**src/common/if_pkg.sv**
```systemverilog
package if_pkg;

   // memory geometry.
   localparam int ADDR_BITS  = 11;
   localparam int INSTR_BITS = 32;
   localparam int MEM_DEPTH  = 2048;

   typedef logic [ADDR_BITS-1:0]  addr_t;   // pc values and memory addresses.
   typedef logic [INSTR_BITS-1:0] instr_t;  // instruction words.

   // and r1, r1, r1 stands in for a nop.
   localparam instr_t NOP_INSTR = 32'h0021_0824;
   localparam instr_t IR_RESET  = '1;
   localparam addr_t  PC_RESET  = '0;

   // one program memory write from the loader.
   typedef struct packed {
      logic   we;
      addr_t  addr;
      instr_t data;
   } mem_wr_t;

   // bundle handed to decode.
   typedef struct packed {
      instr_t instr;
      addr_t  pc;
      addr_t  pc_next;
   } fetch_out_t;

   typedef enum logic [0:0] {
      LD_IDLE,
      LD_LOAD
   } loader_state_t;

endpackage

```
**src/rtl/prog_loader.sv**
```systemverilog
`timescale 1ns/1ns

module prog_loader (
   input  logic              i_clock,
   input  logic              i_soft_reset,
   input  logic              i_load_start,
   input  logic              i_load_done,
   input  logic              i_load_valid,
   input  if_pkg::instr_t    i_load_word,
   output if_pkg::mem_wr_t   o_wr,
   output logic              o_loading
);

   if_pkg::loader_state_t state;
   if_pkg::loader_state_t state_next;
   if_pkg::addr_t         wr_addr;
   logic                  wr_en;

   always_comb begin
      state_next = state;
      case (state)
         if_pkg::LD_IDLE: begin
            if (i_load_start) state_next = if_pkg::LD_LOAD;
         end
         if_pkg::LD_LOAD: begin
            if (i_load_done) state_next = if_pkg::LD_IDLE;
         end
         default: state_next = if_pkg::LD_IDLE;
      endcase
   end

   // strobes outside a load are dropped.
   assign wr_en = i_load_valid && (state == if_pkg::LD_LOAD);

   always_ff @(posedge i_clock) begin
      if (!i_soft_reset) begin
         state   <= if_pkg::LD_IDLE;
         wr_addr <= '0;
      end else begin
         state <= state_next;
         if (i_load_start) begin
            wr_addr <= '0;               // every load begins at word 0.
         end else if (wr_en) begin
            wr_addr <= wr_addr + 1'b1;   // wraps past the last word.
         end
      end
   end

   assign o_wr      = '{we: wr_en, addr: wr_addr, data: i_load_word};
   assign o_loading = (state == if_pkg::LD_LOAD);

   // every word written into program memory is a known value.
   a_wr_data_known: assert property (@(posedge i_clock) disable iff (!i_soft_reset)
      o_wr.we |-> !$isunknown(o_wr.data));

   a_start_done_excl: assert property (@(posedge i_clock) disable iff (!i_soft_reset)
      !(i_load_start && i_load_done));

endmodule

```
**config.mk**
```make
export PLATFORM = sky130hd
export DESIGN_NAME = prog_loader
export DESIGN_NICKNAME = d
export VERILOG_FILES = /design/src/common/if_pkg.sv /design/src/rtl/prog_loader.sv
export SDC_FILE = /design/constraint.sdc
export NUM_CORES = 1
export LEC_CHECK = 0
export ABC_AREA = 1
export BUFFER_PORTS_ARGS = -buffer_cell sky130_fd_sc_hd__buf_4
export CORE_ASPECT_RATIO = 1.5
export CORE_MARGIN = 1.5
export CORE_UTILIZATION = 36
export CTS_BUF_LIST = sky130_fd_sc_hd__clkbuf_16
export DETAILED_ROUTE_END_ITERATION = 12
export HOLD_SLACK_MARGIN = 0.1
export MAX_ROUTING_LAYER = met4
export PLACE_DENSITY = 0.79
export SYNTH_ARGS = -nofsm -noshare
export SYNTH_HDL_FRONTEND = slang
export SYNTH_SLANG_ARGS = --single-unit
```
**constraint.sdc**
```tcl
create_clock -name i_clock -period 1.6 [get_ports i_clock]
set_clock_uncertainty 0.1 [all_clocks]
set_input_delay 0.16 -clock i_clock [delete_from_list [all_inputs] [get_ports i_clock]]
set_output_delay 0.16 -clock i_clock [all_outputs]
set_load 0.02 [all_outputs]
```
==> flow_summary.json, run 1 <==
{
  "critPathRequiredTime_ns": 1.68,
  "antennaDiodeCount": 0,
  "reg2reg_slack_ns": 0.24,
  "vias": 674,
  "reg2reg_from": "wr_addr[1]",
  "dp_hpwl_mm": 1.28,
  "cts_made_buffers": 3,
  "syn_nets": 163,
  "leakage_nw": 0.403,
  "timing.critical_path.fanout_max": 1,
  "cts_root_buf": "clkbuf_16",
  "powerDensity_nw_per_um2": 917,
  "stdcell_count": 138,
  "cpMostUsedCell": "dlygate4sd3_1",
  "critPathSlowestCell": "dlygate4sd3_1",
  "critPathLaunchType": "input port",
  "clock_latency_ns": 0.24,
  "fp.dieH_um": 63.4,
  "grt_max_degree": 9,
  "timing.rr.end": "wr_addr[8]",
  "num_rows": 21,
  "peakVddDrop_v": 0.000592,
  "antenna_found_initial": 0,
  "io_pins": 82,
  "yosysWarnings": 0,
  "hold_violations": 0,
  "setup_tns_ns": 0,
  "whs_endpoint": "wr_addr[1]",
  "drtIter0Drc": 11,
  "nets": 154,
  "drive_above_1_share_pct": 23.5,
  "drc": 0,
  "h-tree-depth": 1,
  "min_from": "i_load_start",
  "critPathArrivalTime_ns": 1.48,
  "vias_per_cell": 4.88,
  "clk_path_buf_depth": 2,
  "cts_tree": "built",
  "synth.distinct_cells": 19,
  "path_class": "input port to flop",
  "initial_core_util_pct": 38.7,
  "cts_resized": 0,
  "wl_mm": 1.68,
  "min_path_type": "input port to flop",
  "finalSetupViolCount": 0,
  "dp_cells": 132,
  "area_delta_synth_final_pct": 0.858,
  "postRouteAntennaNets": 0,
  "place.gp.congestion": 0.786,
  "drv_cap": 0,
  "chipWidth_um": 43.2,
  "synthCells": 125,
  "ys_ff_latch": 12,
  "wl_per_cell_um": 12.2,
  "synth_seq_area_share_pct": 27.5,
  "end_kind": "flop",
  "place.port_buffers": 17,
  "finalCritPeriodShare_pct": 87.5,
  "slew_viol_final": 0,
  "status": "finished, final reports clean",
  "mostFrequentLayoutCells": "21 x nand2_1, 17 x buf_4, 16 x inv_1, 12 x nor2_1, 12 x dfxtp_1",
  "grt.total_usage_pct": 13.6,
  "syn-cell-area_um2": 875,
  "clkTransAtPathRegs_ns": 0.04,
  "final_area_um2": 882,
  "grt_pass1_wl_mm": 2.66,
  "clkSinkCount": 12,
  "dr.pass1.iters": 3,
  "max_freq_mhz": 714,
  "grt_pass1_vias": 662,
  "whs_path_depth": 3,
  "die-area_um2": 2740,
  "cpPeakStageDelay_ns": 0.55,
  "place_area_um2": 783,
  "coreArea_um2": 2260,
  "crit_chain": "dlygate4sd3_1 -> buf_4 -> a21oi_1 -> dlygate4sd3_1",
  "avgSynthCellArea_um2": 7.00,
  "rsz0062_at_grt": "no",
  "grt.overflow.total": 0,
  "slew_headroom_pct": 81.3,
  "final_common_cell": "nand2_1",
  "worst_pin_slew_ns": 0.280,
  "reg2reg_depth": 8,
  "period_minus_slack_ns": 1.40
}
## layout make-up
class | instances | area (um2)
Timing Repair Buffer | 19 | 148
Tap cell | 23 | 28.8
Inverter | 16 | 60.1
Clock inverter | 1 | 3.75
Clock buffer | 3 | 75.1
Fill cell | 243 | 1380
Multi-Input combinational cell | 64 | 327
Sequential cell | 12 | 240
## power breakdown
| part | switching, W | internal (W) | leakage (nW) | total [W] |
|---|---|---|---|---|
| logic | 0.0000238 | 0.0000222 | 0.267 | 0.0000461 |
| registers | 0.00000343 | 0.000303 | 0.0970 | 0.000307 |
| clock network | 0.000128 | 0.000329 | 0.0385 | 0.000457 |
| total | 0.000155 | 0.000654 | 0.403 | 0.000809 |
## how the worst max path moves through the flow
stage	startpoint	endpoint	slack, ns
floorplan	wr_addr[1]	wr_addr[8]	0.17
global placement	wr_addr[1]	wr_addr[8]	0.31
detailed placement	wr_addr[1]	wr_addr[8]	0.24
CTS	i_load_done	o_loading	0.21
global route	wr_addr[1]	wr_addr[8]	0.08
finish	i_load_done	o_loading	0.20
## cells in the mapped netlist
cell,instances,area (um2)
nor3_1,2,10.0
nor2_1,12,45.0
o21ai_0,4,20.0
nor2_4,2,22.5
inv_1,16,60.1
nand3_1,5,25.0
a21o_1,1,7.51
a21oi_1,7,35.0
nor3b_1,1,7.51
nand2_1,21,78.8
nand4_1,2,12.5
dfxtp_1,12,240
o21bai_1,1,7.51
ha_1,1,12.5
nand2_4,1,11.3
or2_4,1,8.76
nand3_2,1,10.0
buf_4,33,248
nor2_2,2,12.5
## metal layers
metal | part of all wire [%] | wire length [um] | GRT usage [%] | up-vias
li1 | - | - | - | 335
met1 | 32 | 542 | 10.1 | 294
met2 | 49 | 819 | 20.7 | 19
met3 | 10 | 168 | 4.87 | 26
met4 | 9.1 | 153 | 18.2 | 0
met5 | 0 | 0 | - | -
## worst max-delay path: cells and delay by family
kind | cells | cell delay [ns]
buffers and inverters | 3 | 1.22
AOI/OAI and AO/OA | 1 | 0.10
## through the flow
stage / power, W / worst slack [ns] / utilization, % / hold slack [ns]
after floorplan: 0.000453 / 0.171 / - / 0.149
after global placement: 0.000352 / 0.311 / 34.7 / 0.220
after detailed placement: 0.000353 / 0.238 / 34.7 / 0.220
after CTS: 0.000823 / 0.207 / 39.0 / 0.128
after global routing: 0.000835 / 0.0773 / 39.0 / 0.136
final: 0.000809 / 0.200 / 39.0 / 0.125
## timing repair
item | in CTS | in global routing
endpoints found under the hold margin | 1 | 0
hold buffers | 2 | 0
buffers inserted | 0 | 0
## kinds of logic after synthesis
kind of cell,count (synthesis),synth area share (%)
AO/OA/AOI/OAI,13,8.01
adder cells (fa/ha/maj),1,1.43
AND/OR/NAND/NOR,50,27.9
buffers and inverters,49,35.2
flip-flops,12,27.5
## flip-flops by register name (all words and copies together), names as in the netlist
register,count
o_loading,1
wr_addr,11
No activity file was read; power rests on OpenSTA's default activity.
==> run 2: changes to the inputs <==
clock period = 1.43 ns   (was 1.6 ns; I/O delays follow)
==> flow_summary.json, run 2 (synthesized netlist as in run 1, its figures left out) <==
{
  "wl_per_cell_um": 12.4,
  "critPathLaunchType": "flop",
  "dp_cells": 132,
  "worst_pin_slew_ns": 0.287,
  "cts_setup_buffers": 0,
  "chipWidth_um": 43.2,
  "dp_hpwl_mm": 1.28,
  "clock_latency_ns": 0.24,
  "drv_cap": 0,
  "hold_violations": 0,
  "setup_tns_ns": 0,
  "place.port_buffers": 17,
  "final_util_pct": 39.4,
  "slew_headroom_pct": 80.8,
  "nets": 154,
  "crit_chain": "ha_2 -> nand2_2 -> inv_1 -> nand2_1 -> nor2_2 -> nand3_1 -> nand2_1 -> nor2_1",
  "cts_root_buf": "clkbuf_16",
  "clk_path_buf_depth": 2,
  "regMostFlops": "wr_addr",
  "critPathArrivalTime_ns": 1.33,
  "h-tree-depth": 1,
  "hold_slack_ns": 0.0927,
  "powerDensity_nw_per_um2": 1020,
  "status": "finished, final reports clean",
  "largest_reg_flops": 11,
  "io_pins": 82,
  "max_freq_mhz": 771,
  "final_common_cell": "nand2_1",
  "cts_made_buffers": 3,
  "timing.critical_path.fanout_max": 3,
  "cts_tree": "built",
  "cpPeakStageDelay_ns": 0.36,
  "path_class": "flop to flop",
  "finalCritPeriodShare_pct": 90.7,
  "grt_max_degree": 9,
  "num_rows": 21,
  "fp.dieH_um": 63.4,
  "leakage_nw": 0.400,
  "antennaDiodeCount": 0,
  "grt.total_usage_pct": 13.6,
  "peakVddDrop_v": 0.000707,
  "drtIter0Drc": 11,
  "initial_core_util_pct": 38.7,
  "fillers": 245,
  "cpMostUsedCell": "nand2_1",
  "drive_above_1_share_pct": 27.0,
  "area_delta_synth_final_pct": 1.86,
  "vias": 679,
  "slew_viol_final": 0,
  "postRouteAntennaNets": 0,
  "mostFrequentLayoutCells": "20 x nand2_1, 17 x buf_4, 16 x inv_1, 11 x nor2_1, 11 x dfxtp_1",
  "critPathSlowestCell": "dfxtp_1",
  "die-area_um2": 2740,
  "place.gp.congestion": 0.786,
  "vias_per_cell": 4.92,
  "stdcell_count": 138,
  "clkTransAtPathRegs_ns": 0.04,
  "min_path_type": "input port to flop",
  "drc": 0,
  "grt_pass1_wl_mm": 2.71,
  "grt_pass1_vias": 659,
  "coreArea_um2": 2260,
  "clkSinkCount": 12,
  "antenna_found_initial": 0,
  "period_minus_slack_ns": 1.30,
  "dr.pass1.iters": 4,
  "finalSetupViolCount": 0,
  "grt.overflow.total": 0,
  "end_kind": "flop",
  "critPathRequiredTime_ns": 1.47,
  "wl_mm": 1.71,
  "rsz0062_at_grt": "no"
}
==> run 2: path summary, 6_finish.rpt <==
path / from / cells past startpoint / endpoint / slack [ns]
setup / recovery: wr_addr[0] / 8 / wr_addr[8] / 0.13
hold / removal: i_load_start / 3 / o_loading / 0.09
setup reg to reg: wr_addr[0] / 8 / wr_addr[8] / 0.13
hold reg to reg: wr_addr[1] / 2 / wr_addr[1] / 0.40
==> run 2: metal layers <==
metal,vias to the layer above,track usage [%],wire length [um],part of all wire [%]
met3,25,4.87,164,9.6
met1,299,10.4,557,33
met5,-,-,0,0
li1,336,-,-,-
met4,0,17.0,144,8.4
met2,19,20.9,843,49
==> run 2: area by class of cell <==
type / instances / area, um2 / area share (%)
clock buffer: 3 / 75.1 / 8.43
clock inverter: 1 / 3.75 / 0.421
inverter: 16 / 60.1 / 6.74
multi-input combinational: 64 / 334 / 37.5
sequential: 12 / 241 / 27.1
tap: 23 / 28.8 / 3.23
timing repair buffer: 19 / 148 / 16.6
==> run 2: what timing repair did <==
item,CTS,global route
hold buffers,2,1
endpoints found under the hold margin,1,1
resized for setup,0,4
setup endpoints to repair,0,4
==> run 2: report_power, final <==
part	internal [W]	leakage, nW	total, W	switching [W]
registers	0.000339	0.0975	0.000343	0.00000390
clock network	0.000368	0.0385	0.000517	0.000149
logic	0.0000241	0.264	0.0000509	0.0000268
total	0.000731	0.400	0.000911	0.000179
==> run 2: critical path: cells and delay by family, from the launching register on <==
family	cells	cell delay, ns
buffers and inverters	1	0.08
flip-flops	1	0.36
adder cells (fa/ha/maj)	1	0.21
AND/OR/NAND/NOR	6	0.44
==> run 2: stage by stage <==
step	cell area (um2)	power, W	setup WS [ns]
after floorplan	875	0.000507	0.000593
after global placement	783	0.000394	0.141
after detailed placement	783	0.000395	0.0680
after CTS	882	0.000924	0.0356
after global routing	891	0.000935	0.0280
final	891	0.000911	0.134
